<file path="src/include/rbi_defines.svh">
`ifndef RBI_DEFINES_SVH
`define RBI_DEFINES_SVH

////////////////////////////////////////////////////////////
// geometry constants, all Q16.16
////////////////////////////////////////////////////////////

// half edge of a block, 100.0
`define RBI_BLOCK_HALF 32'sh0064_0000

// slab interval limits, -30000.0 and +30000.0
`define RBI_T_MIN 32'sh8AD0_0000
`define RBI_T_MAX 32'sh7530_0000

////////////////////////////////////////////////////////////
// flow control
////////////////////////////////////////////////////////////

// output queue slots, also the upstream credit count at reset
`define RBI_FIFO_DEPTH 8
`define RBI_OUT_CREDITS 4

`endif

</file>
<file path="src/rbi_fixed_pkg.sv">
package rbi_fixed_pkg;

    ////////////////////////////////////////////////////////////
    // fixed point value types
    ////////////////////////////////////////////////////////////

    // signed Q16.16 coordinate or distance
    typedef logic signed [31:0] fixed_t;

    // full product of two fixed_t values, Q32.32
    typedef logic signed [63:0] wide_t;

    // fraction bits in fixed_t
    localparam int unsigned FRAC_BITS = 16;

endpackage

</file>
<file path="src/rbi_if.sv">


// slab entry and exit distances per axis
interface rbi_slab_if;
    logic                  valid;
    rbi_fixed_pkg::fixed_t t1_x, t2_x;
    rbi_fixed_pkg::fixed_t t1_y, t2_y;
    rbi_fixed_pkg::fixed_t t1_z, t2_z;
    rbi_fixed_pkg::fixed_t t_best;

    modport source (output valid, t1_x, t2_x, t1_y, t2_y, t1_z, t2_z, t_best);
    modport sink (input valid, t1_x, t2_x, t1_y, t2_y, t1_z, t2_z, t_best);
endinterface

// reduced interval of the ray inside the block
interface rbi_span_if;
    logic                  valid;
    rbi_fixed_pkg::fixed_t t_near;
    rbi_fixed_pkg::fixed_t t_far;
    rbi_fixed_pkg::fixed_t t_best;

    modport source (output valid, t_near, t_far, t_best);
    modport sink (input valid, t_near, t_far, t_best);
endinterface

</file>
<file path="src/rbi_slab_reduce.sv">
`timescale 1ns/1ps
`include "rbi_defines.svh"

module rbi_slab_reduce (
    input  logic       clk_in,
    input  logic       rst_in,
    rbi_slab_if.sink   slab,
    rbi_span_if.source span
);

    function automatic rbi_fixed_pkg::fixed_t fx_min(
        input rbi_fixed_pkg::fixed_t a,
        input rbi_fixed_pkg::fixed_t b
    );
        return (a < b) ? a : b;
    endfunction

    function automatic rbi_fixed_pkg::fixed_t fx_max(
        input rbi_fixed_pkg::fixed_t a,
        input rbi_fixed_pkg::fixed_t b
    );
        return (a > b) ? a : b;
    endfunction

    localparam rbi_fixed_pkg::fixed_t T_MIN = `RBI_T_MIN;
    localparam rbi_fixed_pkg::fixed_t T_MAX = `RBI_T_MAX;

    ////////////////////////////////////////////////////////////
    // stage 2, order each slab pair
    ////////////////////////////////////////////////////////////

    logic                  valid_a;
    rbi_fixed_pkg::fixed_t t_best_a;
    rbi_fixed_pkg::fixed_t lo_x, lo_y, lo_z;
    rbi_fixed_pkg::fixed_t hi_x, hi_y, hi_z;

    always_ff @(posedge clk_in) begin
        lo_x     <= fx_min(slab.t1_x, slab.t2_x);
        hi_x     <= fx_max(slab.t1_x, slab.t2_x);
        lo_y     <= fx_min(slab.t1_y, slab.t2_y);
        hi_y     <= fx_max(slab.t1_y, slab.t2_y);
        lo_z     <= fx_min(slab.t1_z, slab.t2_z);
        hi_z     <= fx_max(slab.t1_z, slab.t2_z);
        t_best_a <= slab.t_best;
    end

    ////////////////////////////////////////////////////////////
    // stage 3, reduce to entry and exit
    ////////////////////////////////////////////////////////////

    always_ff @(posedge clk_in) begin
        span.t_near <= fx_max(fx_max(T_MIN, lo_x), fx_max(lo_y, lo_z));
        span.t_far  <= fx_min(fx_min(T_MAX, hi_x), fx_min(hi_y, hi_z));
        span.t_best <= t_best_a;
    end

    // valid follows the two payload stages
    always_ff @(posedge clk_in) begin
        if (rst_in) begin
            valid_a    <= 1'b0;
            span.valid <= 1'b0;
        end else begin
            valid_a    <= slab.valid;
            span.valid <= valid_a;
        end
    end

endmodule

</file>
<file path="src/flat_wrapper.sv">
// flat-port wrapper written by rule: the top's interface ports become plain ports
module rbi_slab_reduce_flat 
  (clk_in, rst_in, slab_valid, slab_t1_x, slab_t2_x, slab_t1_y, slab_t2_y, slab_t1_z, slab_t2_z, slab_t_best, span_valid, span_t_near, span_t_far, span_t_best);
  rbi_slab_if slab_i ();
  rbi_span_if span_i ();
  input  logic clk_in;
  input  logic rst_in;
  input wire logic [$bits(slab_i.valid)-1:0] slab_valid;
  input wire logic [$bits(slab_i.t1_x)-1:0] slab_t1_x;
  input wire logic [$bits(slab_i.t2_x)-1:0] slab_t2_x;
  input wire logic [$bits(slab_i.t1_y)-1:0] slab_t1_y;
  input wire logic [$bits(slab_i.t2_y)-1:0] slab_t2_y;
  input wire logic [$bits(slab_i.t1_z)-1:0] slab_t1_z;
  input wire logic [$bits(slab_i.t2_z)-1:0] slab_t2_z;
  input wire logic [$bits(slab_i.t_best)-1:0] slab_t_best;
  output wire logic [$bits(span_i.valid)-1:0] span_valid;
  output wire logic [$bits(span_i.t_near)-1:0] span_t_near;
  output wire logic [$bits(span_i.t_far)-1:0] span_t_far;
  output wire logic [$bits(span_i.t_best)-1:0] span_t_best;
  assign slab_i.valid = slab_valid;
  assign slab_i.t1_x = slab_t1_x;
  assign slab_i.t2_x = slab_t2_x;
  assign slab_i.t1_y = slab_t1_y;
  assign slab_i.t2_y = slab_t2_y;
  assign slab_i.t1_z = slab_t1_z;
  assign slab_i.t2_z = slab_t2_z;
  assign slab_i.t_best = slab_t_best;
  assign span_valid = span_i.valid;
  assign span_t_near = span_i.t_near;
  assign span_t_far = span_i.t_far;
  assign span_t_best = span_i.t_best;
  rbi_slab_reduce u_core (.clk_in(clk_in), .rst_in(rst_in), .slab(slab_i), .span(span_i));
endmodule
</file>
<file path="config.mk">
export PLATFORM = sky130hd
export DESIGN_NAME = rbi_slab_reduce_flat
export DESIGN_NICKNAME = d
export VERILOG_FILES = /design/src/rbi_fixed_pkg.sv /design/src/rbi_if.sv /design/src/rbi_slab_reduce.sv /design/src/flat_wrapper.sv
export VERILOG_INCLUDE_DIRS = /design/src /design/src/include
export SDC_FILE = /design/constraint.sdc
export NUM_CORES = 1
export LEC_CHECK = 0
export ABC_AREA = 1
export BUFFER_PORTS_ARGS = -buffer_cell sky130_fd_sc_hd__buf_4
export CAP_MARGIN = 20
export CORE_ASPECT_RATIO = 1.75
export CORE_MARGIN = 5
export CORE_UTILIZATION = 56
export DETAILED_ROUTE_END_ITERATION = 10
export GPL_TIMING_DRIVEN = 0
export PLACE_DENSITY = 0.81
export SLEW_MARGIN = 20
export SYNTH_ARGS = -nofsm -noshare
export SYNTH_HDL_FRONTEND = slang
export SYNTH_SLANG_ARGS = --single-unit
</file>
<file path="constraint.sdc">
create_clock -name clk_in -period 5.25 [get_ports clk_in]
set_input_delay 0.2625 -clock clk_in [delete_from_list [all_inputs] [get_ports clk_in]]
set_output_delay 0.2625 -clock clk_in [all_outputs]
set_load 0.05 [all_outputs]
</file>
==> results of run 1 <==
## layout by cell type, fill, tap and decap left out, drive strengths merged, types with 3 or more instances in the layout
cell         synthesis  final
a21oi              168    168
nor3                 8      8
dlygate4sd3          0    226
buf                 32    364
nor4                13     13
nor2               140    140
o221ai               6      6
nand3               85     85
ha                 223    223
clkbuf              44     77
nand4               25     25
inv                327    329
nand2              400    400
o21ai              254    254
o211ai               6      6
bufinv               0      3
or2                 10     10
clkinv               1      8
o21a                 4      4
dfxtp              322    322
a211oi              11     11
## worst max-delay path: cells and delay by family, from the launching register on
family,cells,cell delay [ns]
AO/OA/AOI/OAI,12,2.08
XOR/XNOR,2,0.45
adder cells (fa/ha/maj),2,0.61
buffers and inverters,4,0.70
flip-flops,1,0.32
AND/OR/NAND/NOR,6,0.74
## metal layers
metal | wire, um | up-vias
met5 | 0 | -
met4 | 4440 | 0
met3 | 3320 | 227
met2 | 29600 | 807
met1 | 19800 | 7698
li1 | - | 8012
## stage by stage
step                hold slack [ns]  cell area (um2)
global placement              0.311            19100
CTS                        0.000159            22400
global route                 0.0113            22600
floorplan                     0.290            16200
detailed placement            0.312            19100
finish                      0.00978            22600
## worst paths after layout
kind | startpoint | end | slack, ns | cells after the start
worst min register to register | u_core.t_best_a[17]$_DFF_P_ | u_core.span.t_best[17]$_DFF_P_ | 0.32 | 0
worst min-delay path | slab_t2_x[21] | u_core.hi_x[21]$_DFF_P_ | 0.01 | 3
worst max register to register | u_core.lo_z[17]$_DFF_P_ | u_core.span.t_near[13]$_DFF_P_ | 0.18 | 26
worst max-delay path | u_core.lo_z[17]$_DFF_P_ | u_core.span.t_near[13]$_DFF_P_ | 0.18 | 26
## power by group through the flow
stage | combinational, uW | sequential, uW | clock (uW)
CTS | 6900 | 3300 | 2230
global placement | 6400 | 3340 | 0
detailed placement | 6550 | 3350 | 0
floorplan | 3480 | 4220 | 0
finish | 7300 | 3310 | 2230
global route | 7950 | 3360 | 2350
## area by class of cell
cell class,count,area [um2]
tap,378,473
inverter,328,1230
clock buffer,39,823
antenna,2,5.00
clock inverter,14,176
sequential,322,6450
multi-input combinational,1369,8250
timing repair buffer,552,4710
fill,1897,6070
buffer,76,440
## sequential cells by signal (all words and copies together), names as in the netlist
signal / count
u_core.hi_x: 32
u_core.hi_y: 32
u_core.hi_z: 32
u_core.lo_x: 32
u_core.lo_y: 32
u_core.lo_z: 32
u_core.span.t_best: 32
u_core.span.t_far: 32
u_core.span.t_near: 32
u_core.span.valid: 1
u_core.t_best_a: 32
u_core.valid_a: 1
## cell families after synthesis
| group | count (synthesis) | share of synthesized area |
|---|---|---|
| adder cells (fa/ha/maj) | 223 | 0.172 |
| XOR/XNOR | 3 | 0.00162 |
| AO/OA/AOI/OAI | 459 | 0.149 |
| flip-flops | 322 | 0.398 |
| AND/OR/NAND/NOR | 684 | 0.178 |
| buffers and inverters | 404 | 0.101 |
## timing repair
action	in CTS	in global routing
hold endpoints to repair	202	0
resized for setup	29	64
endpoints found under the setup margin	32	52
pin swaps	1	4
setup buffers	1	2
hold buffers	226	0
==> impl_metrics.json, run 1 <==
{
  "status": "completed",
  "ios": 324,
  "grt_use_met1": 0.346,
  "min_period_ns": 5.07,
  "post-route-drc-count": 0,
  "p_leak_uw": 0.0115,
  "seqPwrFrac": 0.258,
  "crit_top_cell": "a21oi_1",
  "yosysTopAreaCell": "dfxtp_1",
  "vias": 16700,
  "finalSetupTns_ns": 0,
  "ant_nets": 0,
  "synth_seq_cells": 322,
  "place_inst": 2796,
  "area_growth_pct": 39.2,
  "busiest_layer": "met2",
  "grt_pass1_vias": 17600,
  "clock_sinks": 322,
  "grt_usage": 0.339,
  "cellPowerDensity_nw_per_um2": 569,
  "layout-drive-gt1-share": 0.172,
  "synthFlopType": "dfxtp_1",
  "syn-instance-count": 2095,
  "power_uw": 12800,
  "worstMarginPinSlew_ns": 0.977,
  "pwr-share-comb": 0.568,
  "min_period_over_period": 0.965,
  "initial_core_util": 0.566,
  "criticalPathCategory": "reg2reg",
  "rsz0062_at_grt": "yes",
  "power_switching_uw": 6020,
  "htreeDepth": 1,
  "holdCritPathClass": "in2reg",
  "end_kind": "flip-flop",
  "path_clk_slew_ns": 0.07,
  "power_frac_clock": 0.174,
  "place_hpwl_um": 41600,
  "stdcell_count": 3080,
  "slowest_stage": "dfxtp_1",
  "rows": 82,
  "routed_via_density": 5.44,
  "port_buffers": 323,
  "slew_viol_final": 0,
  "synth.most_common_cell": "nand2_1",
  "die_y_um": 235,
  "use_met2": 0.634,
  "ir_drop_v": 0.000404,
  "finalHoldViolations": 0,
  "dp_slack_ns": -0.823,
  "root_buffer": "clkbuf_16",
  "synthArstFlopShare": 0,
  "clock_path_buffers": 3,
  "gp_congestion": 0.980,
  "startpoint_type": "flip-flop",
  "synth_top_area_frac": 0.398,
  "p_int_uw": 6820,
  "finClkSkew_ns": 0.0157,
  "max-cap-violations": 0,
  "grt_pass1_wl_um": 89500,
  "grt_overflow_total": 0,
  "synth-edff-count": 0,
  "synth_fp_nets": 2545,
  "first_pass_iters": 5,
  "clock.fmax_mhz": 197,
  "clock_insertion_delay_worst_skew_ns": 0.57,
  "grt_start_max_net_pins": 17,
  "die_w_um": 139,
  "use_met3": 0.0423,
  "synthTopCellsByArea": "dfxtp_1, ha_1, nand2_1",
  "worst_slack_ns": 0.184,
  "core_um2": 28600,
  "final_util": 0.788,
  "cts_tree": "yes",
  "drt_iter0_markers": 1078,
  "ys_top_cells_by_count": "nand2_1, inv_1, dfxtp_1",
  "netlist_area_um2": 16200,
  "yosysSeqAreaShare": 0.398,
  "cp_max_fo": 10,
  "netSwitchingFraction": 0.469,
  "critPathMaxStageDelay_ns": 0.32,
  "drt_wl_total_um": 57200,
  "antenna_found_initial": 2,
  "synth.distinct_cells": 46,
  "yosys_warnings": 0,
  "setup_viol": 0,
  "wl_per_cell_um": 18.6,
  "finalNetCount": 3128,
  "cp_data_required_time_ns": 5.69,
  "syn_avg_cell_area_um2": 7.73,
  "dieArea_um2": 32600,
  "critPathArrivalTime_ns": 5.51,
  "cts_buffers": 29,
  "slew_headroom": 0.343
}
(Power assumes the default switching activity.)
==> inputs of run 2 (changes only) <==
Settings changed: CORE_UTILIZATION 56 to 60, PLACE_DENSITY 0.81 to 0.86.
Clock period 5.25 ns to 6.2 ns, I/O delays scaled along.
==> run 2 against run 1 <==
Against the previous run:
- first-iteration DRC count shrank 19%
- core utilization grew 0.93 points
- clock power shrank 20%
- setup slack gained 0.17 ns
- register-to-register slack gained 0.17 ns
- sequential power shrank 15%
- cell count shrank 5.3%
- critical endpoint is now u_core.span.t_near[21]$_DFF_P_
- largest cell class unchanged
- highest routed layer unchanged
==> impl_metrics.json, run 2 (synthesis gave the netlist of run 1 again) <==
{
  "status": "completed",
  "seq_area_um2": 6450,
  "root_buffer": "clkbuf_16",
  "finalHoldViolations": 0,
  "cellPowerDensity_nw_per_um2": 484,
  "post_cts_buffers": 0,
  "rr_worst_depth": 29,
  "cp_max_fo": 10,
  "core_um2": 26600,
  "final_common_cell": "nand2_1",
  "critPathArrivalTime_ns": 6.30,
  "end_kind": "flip-flop",
  "place_inst": 2742,
  "cts_tree": "yes",
  "slowest_stage": "clkbuf_1",
  "slew_headroom": 0.407,
  "crit_top_cell": "nand2_1",
  "grt_overflow_total": 0,
  "initial_core_util": 0.609,
  "die_w_um": 134,
  "mostFrequentLayoutCells": "nand2_1, buf_4, inv_1",
  "htreeDepth": 1,
  "setup_viol": 0,
  "routed_via_density": 5.43,
  "multi_input_area_um2": 8140,
  "endpoint": "u_core.span.t_near[21]$_DFF_P_",
  "stdcell_count": 2916,
  "vias": 15800,
  "reg2reg_to": "u_core.span.t_near[21]$_DFF_P_",
  "rsz0062_at_grt": "no",
  "first_pass_iters": 5,
  "grt_pass1_vias": 16600,
  "place_hpwl_um": 41000,
  "rr_startpoint": "u_core.lo_z[19]$_DFF_P_",
  "criticalPathCategory": "reg2reg",
  "path_clk_slew_ns": 0.07,
  "p_leak_uw": 0.0110,
  "cts_buffers": 29,
  "rows": 79,
  "worstMarginPinSlew_ns": 0.881,
  "finClkSkew_ns": 0.0238,
  "drt_wl_total_um": 52300,
  "startpoint_type": "flip-flop",
  "rrSetupSlack_ns": 0.35,
  "whs_ns": 0.0208,
  "grt_start_max_net_pins": 17,
  "critPathMaxStageDelay_ns": 0.39,
  "holdCritPathClass": "in2reg",
  "layout-drive-gt1-share": 0.168,
  "cp_data_required_time_ns": 6.65,
  "clock.fmax_mhz": 171,
  "n_fill_cell": 1795,
  "drt_iter0_markers": 876,
  "grt_pass1_wl_um": 81700,
  "antenna_found_initial": 0,
  "slew_viol_final": 0,
  "final_util": 0.797,
  "port_buffers": 323,
  "ir_drop_v": 0.000290,
  "cp-startpoint": "u_core.lo_z[19]$_DFF_P_",
  "dieArea_um2": 30500,
  "ant_nets": 0,
  "finalNetCount": 3019,
  "finalSetupTns_ns": 0,
  "grt_usage": 0.335,
  "post-route-drc-count": 0,
  "min_period_over_period": 0.944,
  "max-cap-violations": 0,
  "ios": 324,
  "gp_congestion": 0.949,
  "holdCritStartpoint": "slab_t2_y[21]",
  "clock_sinks": 322,
  "power_uw": 10300,
  "min_period_ns": 5.85,
  "clock_path_buffers": 3,
  "wl_per_cell_um": 17.9,
  "area_growth_pct": 30.8,
  "die_y_um": 227,
  "clock_insertion_delay_worst_skew_ns": 0.57
}
## run 2: worst max-delay path: cells and delay by family, from the launching register on
| kind | cells | cell delay, ns |
|---|---|---|
| AOI/OAI and AO/OA | 11 | 2.00 |
| and+or+nand+nor | 10 | 1.17 |
| buffers and inverters | 4 | 0.99 |
| xor gates and xnor gates | 2 | 0.62 |
| adders and majority gates | 2 | 0.60 |
| DFF | 1 | 0.34 |
## run 2: how the worst min path moves through the flow
stage | to | cells after the start | slack [ns]
after floorplan | u_core.span.t_best[0]$_DFF_P_ | 0 | 0.31
after global placement | u_core.span.t_best[1]$_DFF_P_ | 0 | 0.31
after detailed placement | u_core.span.t_best[9]$_DFF_P_ | 0 | 0.31
after CTS | u_core.lo_y[11]$_DFF_P_ | 3 | 0.00006
after global routing | u_core.hi_y[21]$_DFF_P_ | 3 | 0.02
final | u_core.hi_y[21]$_DFF_P_ | 3 | 0.02
## run 2: where the power goes
group          internal, uW  switching, uW  total, uW
Clock                   978            809       1790
Combinational          1830           3850       5680
Sequential             2610            194       2800
Total                  5420           4850      10300
## run 2: repair_timing
| action | in CTS | in global routing |
|---|---|---|
| setup endpoints to repair | 2 | 31 |
| resized for setup | 1 | 11 |
| endpoints found under the hold margin | 150 | 0 |
| hold buffers | 120 | 0 |
## run 2: routing by layer
layer | global-route usage | wire length (um) | vias up
li1 | - | - | 7794
met5 | 0 | 0 | -
met2 | 0.628 | 26800 | 692
met4 | 0.233 | 3970 | 0
met3 | 0.0385 | 2860 | 199
met1 | 0.343 | 18600 | 7159
## run 2: through the flow
stage	instance area (um2)	setup slack (ns)
global placement	19000	-0.0115
floorplan	16200	2.30
detailed placement	19000	0.00141
global route	21200	0.0122
CTS	21200	0.114
finish	21200	0.349
## run 2: layout make-up
cell class,instances,area share
Clock buffer,38,0.0387
Inverter,328,0.0581
Sequential cell,322,0.304
Buffer,76,0.0191
Clock inverter,15,0.00584
Timing Repair Buffer,443,0.171
Multi-Input combinational cell,1369,0.384
Antenna cell,1,0.000118
Tap cell,324,0.0191
==> inputs of run 3 (changes only) <==
Settings changed: CORE_ASPECT_RATIO 1.75 to not set, RECOVER_POWER set to 100.
==> run 3 against run 2 <==
Against the previous run:
- clock power rose by 17%
- setup slack worse by 0.064 ns
- combinational power decreased by 4.2%
- critical endpoint is now u_core.span.t_near[15]$_DFF_P_
- largest cell class unchanged
- highest routed layer is now met5
==> impl_metrics.json, run 3 (synthesis gave the netlist of run 1 again) <==
{
  "root_buffer": "clkbuf_16",
  "grt_start_max_net_pins": 16,
  "rrSetupSlack_ns": 0.28,
  "grt_pass1_wl_um": 80300,
  "design_area_um2": 20100,
  "critPathMaxStageDelay_ns": 0.52,
  "criticalPathCategory": "reg2reg",
  "path_clk_slew_ns": 0.06,
  "die_y_um": 174,
  "cts_tree": "yes",
  "finalHoldViolations": 0,
  "dieArea_um2": 30400,
  "holdCritStartpoint": "slab_t2_z[23]",
  "max-cap-violations": 0,
  "routed_via_density": 5.48,
  "post-route-drc-count": 0,
  "place_hpwl_um": 40000,
  "rr_startpoint": "u_core.lo_z[19]$_DFF_P_",
  "first_pass_iters": 7,
  "mostFrequentLayoutCells": "nand2_1, inv_1, dfxtp_1",
  "power_frac_clock": 0.203,
  "port_buffers": 323,
  "crit_top_cell": "a21oi_1",
  "rows": 60,
  "clock.fmax_mhz": 169,
  "placed_area_um2": 19100,
  "pwr-share-comb": 0.525,
  "p_leak_uw": 0.0103,
  "clock_insertion_delay_worst_skew_ns": 0.53,
  "wl_per_cell_um": 18.0,
  "initial_core_util": 0.605,
  "rr_worst_depth": 26,
  "ios": 324,
  "grt_pass1_vias": 15700,
  "cp_max_fo": 10,
  "cellPowerDensity_nw_per_um2": 516,
  "p_int_uw": 5400,
  "grt_overflow_total": 0,
  "area_growth_pct": 24.0,
  "ir_drop_v": 0.000278,
  "gp_congestion": 0.947,
  "min_period_over_period": 0.954,
  "antenna_found_initial": 3,
  "clock_sinks": 322,
  "finalNetCount": 2937,
  "ant_nets": 0,
  "place_inst": 2759,
  "layout-drive-gt1-share": 0.126,
  "finClkSkew_ns": 0.0128,
  "rsz0062_at_grt": "no",
  "critPathArrivalTime_ns": 6.27,
  "core_um2": 26800,
  "min_to": "u_core.lo_z[23]$_DFF_P_",
  "power_switching_uw": 4970,
  "slew_viol_final": 0,
  "end_kind": "flip-flop",
  "min_period_ns": 5.92,
  "netSwitchingFraction": 0.479,
  "seqPwrFrac": 0.272,
  "clock_path_buffers": 3,
  "die_w_um": 174,
  "stdcell_count": 2852,
  "status": "completed",
  "htreeDepth": 2,
  "reg2reg_to": "u_core.span.t_near[15]$_DFF_P_",
  "startpoint_type": "flip-flop",
  "finalSetupTns_ns": 0,
  "worst_slack_ns": 0.285,
  "cp_data_required_time_ns": 6.56,
  "cts_buffers": 34,
  "holdCritPathClass": "in2reg",
  "grt_usage": 0.327,
  "dp_slack_ns": 0.495,
  "slew_headroom": 0.101,
  "vias": 15600,
  "worstMarginPinSlew_ns": 1.33,
  "hold_depth": 3,
  "drt_iter0_markers": 1586,
  "final_common_cell": "nand2_1",
  "drt_wl_total_um": 51200,
  "setup_viol": 0,
  "slowest_stage": "a2111oi_0"
}
==> run 3: changes by cell type in the layout (fill, tap and decap cells not counted), sizes merged, moves of 3 or more <==
cell | previous run | this run
clkbuf | 82 | 238
buf | 355 | 203
clkinv | 12 | 7
bufinv | 1 | 4
inv | 328 | 331
dlygate4sd3 | 120 | 33
==> run 3: metrics by stage <==
| step | power [uW] | utilization | hold slack [ns] |
|---|---|---|---|
| after floorplan | 6520 | - | 0.310 |
| after global placement | 8250 | 0.711 | 0.310 |
| after detailed placement | 8400 | 0.711 | 0.312 |
| after CTS | 10500 | 0.766 | 0.000132 |
| after global routing | 11100 | 0.750 | 0.00455 |
| final | 10400 | 0.750 | 0.00876 |
==> run 3: critical path: cells and delay by family (launching register included) <==
kind            cells  cell delay (ns)
fa+ha+maj           2             0.67
flops               1             0.37
compound gates     12             2.62
simple gates        6             0.78
xor+xnor            2             0.41
buf+inv             4             0.90
==> run 3: worst max path at each step <==
stage                     slack (ns)                        endpoint                    start
final                           0.28  u_core.span.t_near[15]$_DFF_P_  u_core.lo_z[19]$_DFF_P_
after global routing            0.07  u_core.span.t_near[10]$_DFF_P_  u_core.lo_z[31]$_DFF_P_
after CTS                       0.23  u_core.span.t_near[18]$_DFF_P_  u_core.lo_z[31]$_DFF_P_
after detailed placement        0.49  u_core.span.t_near[18]$_DFF_P_  u_core.lo_z[31]$_DFF_P_
after global placement          0.55  u_core.span.t_near[18]$_DFF_P_  u_core.lo_z[31]$_DFF_P_
after floorplan                 2.30  u_core.span.t_near[13]$_DFF_P_  u_core.lo_z[17]$_DFF_P_
==> run 3: power by group through the flow <==
stage	sequential [uW]	clock (uW)	combinational, uW
after global routing	2860	2200	5990
final	2820	2100	5440
after CTS	2820	2110	5620
after floorplan	3580	0	2950
after global placement	2850	0	5400
after detailed placement	2860	0	5540
==> run 3: per-layer routing <==
metal  GRT usage  up-vias  wire length (um)
met5           0        -                21
met4       0.133        4              2070
met3      0.0594      146              4180
met2       0.568      770             24200
met1       0.402     7065             20700
li1            -     7651                 -
==> run 3: what timing repair did <==
item	CTS	global route
resized for setup	0	2
hold buffers	33	0
endpoints found under the setup margin	0	5
buffers inserted	0	0
endpoints found under the hold margin	34	0
==> run 3: final cells by class <==
cell class / count / area [um2]
Antenna cell: 1 / 2.50
Timing Repair Buffer: 356 / 2380
Multi-Input combinational cell: 1369 / 8090
Inverter: 328 / 1230
Sequential cell: 322 / 6450
Clock inverter: 17 / 223
Clock buffer: 42 / 931
Fill cell: 2056 / 6710
Buffer: 76 / 362
Tap cell: 341 / 427
